`config.mk`:
```
export PLATFORM = sky130hd
export DESIGN_NAME = dataframe_top
export DESIGN_NICKNAME = d
export VERILOG_FILES = /design/src/hdl/frame_pkg.sv /design/src/hdl/axis_pkg.sv /design/src/hdl/sync_fifo.sv /design/src/hdl/dataframe_gen.sv /design/src/hdl/dataframe_top.sv
export VERILOG_INCLUDE_DIRS = /design/src /design/src/hdl
export SDC_FILE = /design/constraint.sdc
export NUM_CORES = 2
export LEC_CHECK = 0
export ABC_AREA = 1
export CORE_MARGIN = 2
export CORE_UTILIZATION = 30
export CTS_CLUSTER_DIAMETER = 150
export CTS_CLUSTER_SIZE = 12
export DETAILED_ROUTE_END_ITERATION = 12
export DONT_BUFFER_PORTS = 1
export GPL_TIMING_DRIVEN = 0
export HOLD_SLACK_MARGIN = 0.15
export PLACE_DENSITY = 0.49
export SLEW_MARGIN = 20
export SYNTH_ARGS = -nofsm -noshare
export SYNTH_HDL_FRONTEND = slang
export SYNTH_SLANG_ARGS = --single-unit
```
`constraint.sdc`:
```
create_clock -name ACLK -period 33.5 [get_ports ACLK]
set_clock_uncertainty 0.15 [all_clocks]
set_input_delay 0 -clock ACLK [delete_from_list [all_inputs] [get_ports ACLK]]
set_output_delay 0 -clock ACLK [all_outputs]
set_load 0.02 [all_outputs]
```
`src/hdl/dataframe_macros.svh`:
```
`ifndef DATAFRAME_MACROS_SVH
`define DATAFRAME_MACROS_SVH

// Word and beat widths
`define DATAFRAME_WIDTH     32
`define TDATA_WIDTH         64

// Frame layout, two header words per stream beat
`define HEADER_LINE         4
`define FOOTER_LINE         1
`define HEADER_BEATS        (`HEADER_LINE/2)

`define FRAME_LENGTH_WIDTH  12

// FIFO depths
`define DESC_FIFO_DEPTH     4
`define SAMPLE_FIFO_DEPTH   16

`endif

```
`src/hdl/frame_pkg.sv`:
```
`include "dataframe_macros.svh"

package frame_pkg;

    // ==============================
    // Descriptor fields
    // ==============================

    typedef logic [`FRAME_LENGTH_WIDTH-1:0] frame_len_t;
    typedef logic [`DATAFRAME_WIDTH-1:0] frame_word_t;

    // First header word, high to low
    typedef struct packed {
        logic [7:0] header_id;
        logic [7:0] ch_id;
        frame_len_t frame_len;
        logic [3:0] reserved;
    } header_word0_t;

    // Word 0 sits in the top bits
    typedef struct packed {
        header_word0_t word0;
        frame_word_t   word1;
        frame_word_t   word2;
        frame_word_t   word3;
    } frame_header_t;

    typedef struct packed {
        frame_header_t                               header;
        logic [`FOOTER_LINE-1:0][`DATAFRAME_WIDTH-1:0] footer;
    } frame_desc_t;

endpackage

```
`src/hdl/axis_pkg.sv`:
```
`include "dataframe_macros.svh"

package axis_pkg;

    // ==============================
    // Output stream
    // ==============================

    typedef logic [`TDATA_WIDTH-1:0] beat_t;
    typedef logic [`TDATA_WIDTH/8-1:0] keep_t;

    // All bytes valid
    localparam keep_t KEEP_FULL = {(`TDATA_WIDTH/8){1'b1}};

    // Low half only, used on the footer beat
    localparam keep_t KEEP_LOW_HALF = {{(`TDATA_WIDTH/16){1'b0}}, {(`TDATA_WIDTH/16){1'b1}}};

endpackage

```
`src/hdl/sync_fifo.sv`:
```
`timescale 1ns/1ps

module sync_fifo #(
    parameter type payload_t = logic [7:0],
    parameter int  DEPTH     = 4
) (
    input  logic     ACLK,
    input  logic     ARESET,
    input  logic     wr_en,
    input  payload_t din,
    output logic     full,
    input  logic     rd_en,
    output payload_t dout,
    output logic     empty
);

    localparam int PTR_W = (DEPTH > 1) ? $clog2(DEPTH) : 1;
    localparam int CNT_W = $clog2(DEPTH + 1);

    payload_t             mem [DEPTH];
    logic     [PTR_W-1:0] wr_ptr;
    logic     [PTR_W-1:0] rd_ptr;
    logic     [CNT_W-1:0] count;
    logic                 do_wr;
    logic                 do_rd;

    assign full  = (count == CNT_W'(DEPTH));
    assign empty = (count == '0);
    assign do_wr = wr_en && !full;
    assign do_rd = rd_en && !empty;

    // Head entry falls through
    assign dout = mem[rd_ptr];

    always_ff @(posedge ACLK) begin
        if (do_wr) begin
            mem[wr_ptr] <= din;
        end
    end

    always_ff @(posedge ACLK) begin
        if (ARESET) begin
            wr_ptr <= '0;
            rd_ptr <= '0;
            count  <= '0;
        end else begin
            if (do_wr) begin
                wr_ptr <= (wr_ptr == PTR_W'(DEPTH - 1)) ? '0 : wr_ptr + 1'b1;
            end
            if (do_rd) begin
                rd_ptr <= (rd_ptr == PTR_W'(DEPTH - 1)) ? '0 : rd_ptr + 1'b1;
            end
            case ({do_wr, do_rd})
                2'b10:   count <= count + 1'b1;
                2'b01:   count <= count - 1'b1;
                default: count <= count;
            endcase
        end
    end

    a_no_overflow: assert property (@(posedge ACLK) disable iff (ARESET)
        wr_en |-> !full);

    a_no_underflow: assert property (@(posedge ACLK) disable iff (ARESET)
        rd_en |-> !empty);

endmodule

```
`src/hdl/dataframe_gen.sv`:
```
`timescale 1ns/1ps
`include "dataframe_macros.svh"

module dataframe_gen (
    input  logic                   ACLK,
    input  logic                   ARESET,

    input  logic                   desc_empty,
    input  frame_pkg::frame_desc_t desc_dout,
    output logic                   desc_rd_en,

    input  logic                   sample_empty,
    input  axis_pkg::beat_t        sample_dout,
    output logic                   sample_rd_en,

    input  logic                   m_axis_tready,
    output logic                   m_axis_tvalid,
    output axis_pkg::beat_t        m_axis_tdata,
    output axis_pkg::keep_t        m_axis_tkeep,
    output logic                   m_axis_tlast,

    output logic                   frame_error
);

    localparam int HDR_IDX_W = (`HEADER_BEATS > 1) ? $clog2(`HEADER_BEATS) : 1;

    typedef enum logic [1:0] {
        S_IDLE,
        S_HEADER,
        S_SAMPLES,
        S_FOOTER
    } state_t;

    state_t                                      state;
    frame_pkg::frame_desc_t                      desc_q;
    frame_pkg::frame_len_t                       frame_len;
    frame_pkg::frame_len_t                       beat_cnt;
    logic [HDR_IDX_W-1:0]                        hdr_idx;
    logic [`HEADER_LINE-1:0][`DATAFRAME_WIDTH-1:0] hdr_words;
    logic [`HEADER_BEATS-1:0][`TDATA_WIDTH-1:0]  header_beats;
    axis_pkg::beat_t                             footer_beat;

    logic                                        load_ok;
    logic                                        samples_done;
    logic                                        load_hdr;
    logic                                        load_smp;
    logic                                        load_ftr;
    logic                                        beat_xfer;

    axis_pkg::beat_t                             next_data;
    axis_pkg::keep_t                             next_keep;
    axis_pkg::beat_t                             tdata_q;
    axis_pkg::keep_t                             tkeep_q;
    logic                                        tvalid_q;
    logic                                        tlast_q;
    logic                                        error_q;

    // ==============================
    // Beat sources
    // ==============================

    assign frame_len = desc_q.header.word0.frame_len;
    assign hdr_words = desc_q.header;
    assign hdr_idx   = beat_cnt[HDR_IDX_W-1:0];

    // Word 0 is the top word of the header; pairs go out little endian
    for (genvar i = 0; i < `HEADER_BEATS; i++) begin : g_hdr_beat
        assign header_beats[i] = {hdr_words[`HEADER_LINE-2-2*i], hdr_words[`HEADER_LINE-1-2*i]};
    end

    assign footer_beat = {{(`TDATA_WIDTH-`DATAFRAME_WIDTH){1'b1}}, desc_q.footer[0]};

    // ==============================
    // Read and load control
    // ==============================

    // Output register is free when empty or draining this cycle
    assign load_ok      = !tvalid_q || m_axis_tready;
    assign beat_xfer    = tvalid_q && m_axis_tready;
    assign samples_done = (beat_cnt == frame_len);

    assign desc_rd_en   = (state == S_IDLE) && !desc_empty;
    assign load_hdr     = (state == S_HEADER) && load_ok;
    assign load_smp     = (state == S_SAMPLES) && load_ok && !samples_done && !sample_empty;
    assign load_ftr     = (state == S_SAMPLES) && load_ok && samples_done;
    assign sample_rd_en = load_smp;

    always_comb begin
        next_data = sample_dout;
        next_keep = axis_pkg::KEEP_FULL;
        if (load_hdr) begin
            next_data = header_beats[hdr_idx];
        end else if (load_ftr) begin
            next_data = footer_beat;
            next_keep = axis_pkg::KEEP_LOW_HALF;
        end
    end

    always_ff @(posedge ACLK) begin
        if (desc_rd_en) begin
            desc_q <= desc_dout;
        end
        if (load_hdr || load_smp || load_ftr) begin
            tdata_q <= next_data;
            tkeep_q <= next_keep;
        end
    end

    always_ff @(posedge ACLK) begin
        if (ARESET) begin
            state    <= S_IDLE;
            beat_cnt <= '0;
            tvalid_q <= 1'b0;
            tlast_q  <= 1'b0;
            error_q  <= 1'b0;
        end else begin
            if (beat_xfer) begin
                tvalid_q <= 1'b0;
            end
            if (load_hdr || load_smp || load_ftr) begin
                tvalid_q <= 1'b1;
                tlast_q  <= load_ftr;
            end

            case (state)
                S_IDLE: begin
                    if (desc_rd_en) begin
                        state    <= S_HEADER;
                        beat_cnt <= '0;
                    end
                end
                S_HEADER: begin
                    if (load_hdr) begin
                        if (beat_cnt == frame_pkg::frame_len_t'(`HEADER_BEATS - 1)) begin
                            state    <= S_SAMPLES;
                            beat_cnt <= '0;
                        end else begin
                            beat_cnt <= beat_cnt + 1'b1;
                        end
                    end
                end
                S_SAMPLES: begin
                    if (load_smp) begin
                        beat_cnt <= beat_cnt + 1'b1;
                    end
                    if (load_ftr) begin
                        state <= S_FOOTER;
                    end
                end
                default: begin
                    // Footer is loaded; frame ends with its transfer
                    if (beat_xfer) begin
                        state <= S_IDLE;
                    end
                end
            endcase

            if (desc_rd_en && sample_empty) begin
                error_q <= 1'b1;
            end
        end
    end

    assign m_axis_tvalid = tvalid_q;
    assign m_axis_tdata  = tdata_q;
    assign m_axis_tkeep  = tkeep_q;
    assign m_axis_tlast  = tlast_q;
    assign frame_error   = error_q;

    // ==============================
    // Stream checks
    // ==============================

    a_valid_held: assert property (@(posedge ACLK) disable iff (ARESET)
        (tvalid_q && !m_axis_tready) |=> tvalid_q);

    a_data_held: assert property (@(posedge ACLK) disable iff (ARESET)
        (tvalid_q && !m_axis_tready) |=> ($stable(tdata_q) && $stable(tlast_q)));

    a_last_keep: assert property (@(posedge ACLK) disable iff (ARESET)
        (tvalid_q && tlast_q) |-> (tkeep_q == axis_pkg::KEEP_LOW_HALF));

endmodule

```
`src/hdl/dataframe_top.sv`:
```
`timescale 1ns/1ps
`include "dataframe_macros.svh"

module dataframe_top (
    input  logic                   ACLK,
    input  logic                   ARESET,

    input  logic                   desc_wr_en,
    input  frame_pkg::frame_desc_t desc_din,
    output logic                   desc_full,

    input  logic                   sample_wr_en,
    input  axis_pkg::beat_t        sample_din,
    output logic                   sample_full,

    output logic                   m_axis_tvalid,
    input  logic                   m_axis_tready,
    output axis_pkg::beat_t        m_axis_tdata,
    output axis_pkg::keep_t        m_axis_tkeep,
    output logic                   m_axis_tlast,

    output logic                   frame_error
);

    logic                   desc_empty;
    logic                   desc_rd_en;
    frame_pkg::frame_desc_t desc_dout;

    logic                   sample_empty;
    logic                   sample_rd_en;
    axis_pkg::beat_t        sample_dout;

    sync_fifo #(
        .payload_t (frame_pkg::frame_desc_t),
        .DEPTH     (`DESC_FIFO_DEPTH)
    ) i_desc_fifo (
        .ACLK   (ACLK),
        .ARESET (ARESET),
        .wr_en  (desc_wr_en),
        .din    (desc_din),
        .full   (desc_full),
        .rd_en  (desc_rd_en),
        .dout   (desc_dout),
        .empty  (desc_empty)
    );

    sync_fifo #(
        .payload_t (axis_pkg::beat_t),
        .DEPTH     (`SAMPLE_FIFO_DEPTH)
    ) i_sample_fifo (
        .ACLK   (ACLK),
        .ARESET (ARESET),
        .wr_en  (sample_wr_en),
        .din    (sample_din),
        .full   (sample_full),
        .rd_en  (sample_rd_en),
        .dout   (sample_dout),
        .empty  (sample_empty)
    );

    dataframe_gen i_gen (
        .ACLK          (ACLK),
        .ARESET        (ARESET),
        .desc_empty    (desc_empty),
        .desc_dout     (desc_dout),
        .desc_rd_en    (desc_rd_en),
        .sample_empty  (sample_empty),
        .sample_dout   (sample_dout),
        .sample_rd_en  (sample_rd_en),
        .m_axis_tready (m_axis_tready),
        .m_axis_tvalid (m_axis_tvalid),
        .m_axis_tdata  (m_axis_tdata),
        .m_axis_tkeep  (m_axis_tkeep),
        .m_axis_tlast  (m_axis_tlast),
        .frame_error   (frame_error)
    );

endmodule

```
; Word-level counts from Yosys, hierarchy flattened
; Memory sizes are Yosys's and may differ from the RTL's. A register that Yosys moved wholly into a read port is not among the register bits.
; Cells that the tools add are included.
[classes]
magnitude_cmp = 1
reduce_logical = 31
addsub = 9
eq_ne = 19
muxes = 30
[op_table]
columns = operator, n
row1 = two-way mux 64 bit, 4
row2 = two-way mux 12 bit, 4
row3 = case mux 12 bit (3 select lines), 1
row4 = two-way mux 4 bit, 4
row5 = two-way mux 2 bit, 7
row6 = adder 12 x 1 -> 12 bit (second input constant), 1
row7 = == test 12 x 1 -> 1 bit (second input constant), 1
row8 = == test 12 bit, 1
row9 = logical AND 1 bit, 12
row10 = == test 2 bit (second input constant), 5
row11 = case mux 5 bit (2 select lines), 1
row12 = adder 4 x 1 -> 4 bit (second input constant), 2
row13 = == test 4 bit (second input constant), 2
row14 = two-way mux 8 bit, 1
row15 = == test 2 x 1 -> 1 bit (second input constant), 3
row16 = zero test 1 bit, 6
row17 = two-way mux 1 bit, 6
row18 = inequality test 2 x 1 -> 1 bit (second input constant), 3
row19 = case mux 2 bit (3 select lines), 1
row20 = case mux 3 bit (2 select lines), 1
row21 = nonzero test 2 bit, 3
row22 = adder 5 x 1 -> 5 bit (second input constant), 1
row23 = == test 5 bit (second input constant), 1
row24 = zero test 5 bit, 1
row25 = other kinds (14), 18
[totals]
ram_bits = 1664
elab_cells = 105
inputBits = 229
memories = 2
out_inout_bits = 77
regBits = 109
[mem_list]
columns = name, words, width, read_ports, rd_ports_with_merged_regs, write_ports, line_no
row1 = i_sample_fifo.mem, 16, 64, 1, 1, 1, sync_fifo.sv:20  ; payload_t mem [DEPTH];
row2 = i_desc_fifo.mem, 4, 160, 1, 1, 1, sync_fifo.sv:20

; Longest topological paths before layout
[depth]
ltp_word = 8
ltp_mapped = 18
ltp_nobuf = 18

; By module
; Synthesis repeated with hierarchy kept, for this count alone.
[unflattened]
hier_cells = 5787
area_unflattened_um2 = 76525.9
[by_module_without_submodules]
columns = mod, cells_each, area_each_um2, instances
row1 = sync_fifo at i_sample_fifo, 3370, 42642.1, 1
row2 = sync_fifo at i_desc_fifo, 1619, 24035.6, 1
row3 = dataframe_gen, 798, 9848.2, 1

; Worst setup path before layout
; No wires, ideal clock.
[synth_path]
path_kind = register to register
from = reg i_desc_fifo.count[0]
to = reg i_desc_fifo.count[2]
t_arrival_ns = 11.024
path_slack_ns = 22.204
period_less_slack_ns = 11.296
path_stages_with_launch = 10
required_time_ns = 33.228
cell_sequence = dfxtp_1 > inv_1 > a31oi_1 > ha_1 > inv_1 > fa_1 > a21oi_1 > o21ai_0 > o21ai_0 > a21oi_1
[synth_via]
elab_chain_len = 6
[synth_lines]
columns = item, line_no
row1 = from (decl), sync_fifo.sv:23  ; logic [CNT_W-1:0] count;
row2 = from (signal assigned), sync_fifo.sv:54  ; 2'b10: count <= count + 1'b1;
row3 = from (signal assigned), sync_fifo.sv:55  ; 2'b01: count <= count - 1'b1;
row4 = from (signal assigned), sync_fifo.sv:56  ; default: count <= count;
row5 = zero test 3 bit *, sync_fifo.sv:28  ; assign empty = (count == '0);
row6 = zero test 1 bit *, dataframe_gen.sv:82  ; assign desc_rd_en = (state == S_IDLE) && !desc_empty;
row7 = logical AND 1 bit *, dataframe_gen.sv:82
row8 = net desc_rd_en, dataframe_top.sv:26  ; logic desc_rd_en;
row9 = logical AND 1 bit *, sync_fifo.sv:30  ; assign do_rd = rd_en && !empty;
row10 = == test 2 x 1 -> 1 bit or == test 2 bit (tied branches), sync_fifo.sv:53  ; case ({do_wr, do_rd})
row11 = case mux 3 bit (2 select lines) or nonzero test 2 bit (tied branches), --
; The timed path passes the listed nets; every way through them passes the cells marked *.
; A chain may end at the register's enable or synchronous reset.

; Worst setup path after layout
[layout_path]
from = reg i_desc_fifo.count[2]
to = mem i_desc_fifo.mem[2][92] (netlist name), enable pin
[layout_via]
elab_chain_len = 5
[layout_lines]
columns = item, line_no
row1 = == test 3 bit, sync_fifo.sv:27  ; assign full = (count == CNT_W'(DEPTH));
row2 = net desc_full, dataframe_top.sv:10  ; output logic desc_full,
row3 = zero test 1 bit, sync_fifo.sv:29  ; assign do_wr = wr_en && !full;
row4 = logical AND 1 bit, sync_fifo.sv:29
row5 = two-way mux 1 bit, sync_fifo.sv:36  ; if (do_wr) begin
row6 = two-way mux 1 bit (implied by the code), sync_fifo.sv:37  ; mem[wr_ptr] <= din;
row7 = to (decl), sync_fifo.sv:20
; The timed path passes the listed nets, and every way through them passes these cells.

==> metrics.txt <==
cell mode on critical path buf_16; # fillers 23,200; P per Cell Area 74.8 nW/µm²; Site Rows ~180; clk_lat worst skew ~0.85 ns; Critical Path End Type register; Worst EP required 33.89 ns; via count 48,000; post-synthesis sequential area ratio around 78%; pre-CTS setup slack 29.43 ns; Core Area 245,000 µm²; Setup Buffers After CTS 0; initial antenna violation count 12; Worst VDD drop 64.3 µV; nets@finish 6,283; DRC Markers 0; top-area cell type share of the netlist area 76.9%; Worst-path clk slew 0.07 ns; H-tree levels 4; 1st-pass router iterations 8; Reg area 57,500 µm²; Crit Path Category register to register; first-pass GRT wire length 356,000 µm; Final Critical Period between 4 and 5 ns; arrival time worst endpoint 4.54 ns; RSZ-0062 raised after global routing false; drt first-iter violations 5,253; hold buffer count at CTS 459; slew at the pin with the worst max-slew slack 1.19 ns; dominant synthesized flop cell edfxtp_1; syn_area_per_cell 14.0 µm²; area grow syn2layout 22.3%; slew margin rel. 20.5%; fin crit share 12.4%; CTS Buf Count 178; die area ~250,000 µm²; max_cap viols 0; Final Power 6.75 mW; min-delay worst type primary input to register; fraction of registers with async set/reset 0%; remaining antenna violation count 0; Synth Register Bits 1,930; Post-synth EDFFs roughly 1,900; final worst slack 29.34 ns; remaining global-route overflow 0; gr usage total 19.8%; Critical Path Start Type register; ranking of synthesized cells by area edfxtp_1 77%, o21ai_0 5.9%, nor2_1 4.7%; R2R setup slack 29.34 ns; largest area contributor in the netlist edfxtp_1; pin count of the biggest net entering global routing 36; routability cong. roughly 0.83; Max Fclk 0.241 GHz; CTS root buf clkbuf_16; Mapped Area 73,800 µm²; Placement Cell Area 80,700 µm²; Max clock buf depth 3; initial core utilization 30.1%; die width between 400 and 500 µm; WL per Instance 27.2 µm; slowest CP cell nor2_4; proportion of layout cells with a drive suffix above 1 between 7 and 8%; critical-path cell list inv_1 -> nor3_2 -> buf_6 -> nor2_1 -> clkinv_1 -> nor2_4 -> buf_12 -> buf_16 -> buf_16 -> buf_16 -> buf_16; IO Port Bufs 0; Pleak 29.0 nW; top fanout value on the critical path 17; vias in the first global route 46,900; status complete, no violations; DP HPWL about 180,000 µm; Ports slightly above 300; cell area after layout 90,200 µm²; PostCTS Resize Cnt 0; Syn Inst Count 5,276; CTS tree yes; area of the multi-input gates 14,500 µm²; Die Ht between 400 and 500 µm; number of distinct library cells after synthesis 51; clk sinks 1,930; Final Slew Violations 0; Post-Route WL between 200,000 and 300,000 µm; Setup TNS 0 ns; Synth Warn # 0; Layout Utilization 36.8%; final hold vios 0; slowest cell delay on critical path 0.73 ns; final setup fails 0; Via density a little over 5
[layout by cell type (no fill, tap or decap), types with 64 or more instances in the layout]
cell           Yosys  final
o22ai_1          299    299
edfxtp_1        1889   1889
o221ai_1         117    117
buf_2             65     65
clkbuf_16          0    180
dlygate4sd3_1      0    459
o21ai_0          864    864
nor2_1           914    894
nand3_1           85     85
nand2_1          361    361
clkbuf_1         231    254
a21oi_1           64     64
[where the power goes]
| group | internal (mW) | switching (mW) |
|---|---|---|
| Clock | 0.966 | 0.880 |
| Sequential | 3.03 | 0.162 |
| Combinational | 0.472 | 1.24 |
[cells in the mapped netlist (2+ instances only)]
master / n
inv_2: 8
clkbuf_2: 3
xor2_1: 8
buf_1: 17
nand3_1: 85
clkbuf_1: 231
nor3b_2: 2
buf_2: 65
nand4_1: 11
o21ai_0: 864
clkinv_1: 2
o311ai_1: 15
o211ai_1: 21
nand2_4: 2
nor2_1: 914
o21ai_1: 61
buf_6: 10
or2_2: 2
a21oi_1: 64
o22ai_1: 299
nor2_2: 7
o221ai_1: 117
nand2_1: 361
a31oi_1: 33
inv_1: 60
xnor2_1: 9
ha_1: 19
dfxtp_1: 41
edfxtp_1: 1889
nor3_1: 6
buf_4: 29
a211oi_1: 2
[layout make-up]
| cell class | count | share of cell area [%] |
|---|---|---|
| Multi-Input combinational cell | 2922 | 16.1 |
| Sequential cell | 1930 | 63.8 |
| Antenna cell | 5 | 0.0139 |
| Inverter | 71 | 0.301 |
| Tap cell | 3220 | 4.47 |
| Clock inverter | 13 | 0.280 |
| Buffer | 356 | 1.80 |
| Clock buffer | 209 | 5.11 |
| Timing Repair Buffer | 575 | 8.16 |
[critical path, delay by kind of cell (launching register included)]
| kind | cells | cell delay (ns) |
|---|---|---|
| buffers and inverters | 8 | 1.90 |
| AND/OR/NAND/NOR | 3 | 1.44 |
| flip-flops | 1 | 0.30 |
[cell families (layout without fill, tap and decap cells)]
family / Yosys count / in the layout / synth area share [%]
buffers and inverters: 427 / 1224 / 2.56
adder cells (fa/ha/maj): 20 / 20 / 0.349
AND/OR/NAND/NOR: 1398 / 1398 / 7.45
other: 1 / 9 / 0.00508
flip-flops: 1930 / 1930 / 78.0
XOR/XNOR: 17 / 17 / 0.202
AO/OA/AOI/OAI: 1483 / 1483 / 11.4
[flip-flops by register name (all words and copies together) (netlist names), named ones only]
signal and cells:
i_gen.m_axis_tdata 64, i_gen.beat_cnt 12, i_gen.m_axis_tkeep 1, i_gen.frame_error 1, i_sample_fifo.mem 1024, i_sample_fifo.count 5, i_desc_fifo.count 3, i_gen.m_axis_tlast 1
i_sample_fifo.rd_ptr 4, i_sample_fifo.wr_ptr 4, i_gen.m_axis_tvalid 1, i_gen.desc_q 148, i_desc_fifo.wr_ptr 2, i_desc_fifo.mem 640, i_gen.frame_len 12, i_desc_fifo.rd_ptr 2
i_gen.state 2
[per-stage QoR]
stage / hold slack [ns] / instances
4_1_cts: 0.156 / 9296
3_5_place_dp: -0.0510 / 8615
6_report: 0.243 / 9301
5_1_grt: 0.189 / 9300
3_3_place_gp: -0.0510 / 8499
2_1_floorplan: -0.0511 / 5279
[worst paths after layout]
check                                             start                 endpoint  cells past startpoint
worst max register to register     i_desc_fifo.count[2]   i_desc_fifo.mem[2][92]                     11
worst max-delay path               i_desc_fifo.count[2]   i_desc_fifo.mem[2][92]                     11
worst min-delay path                       sample_wr_en  i_sample_fifo.wr_ptr[0]                      4
worst min register to register  i_sample_fifo.rd_ptr[2]                 register                      2
[metal layers]
layer	global-route usage [%]	vias up	share of wire, %
met5	0	-	0.0095
met3	3.19	342	6.7
met2	32.4	1939	48
met4	6.37	4	3.2
met1	26.8	24500	42
li1	-	21300	-
Power figures use the tool's default switching activity.
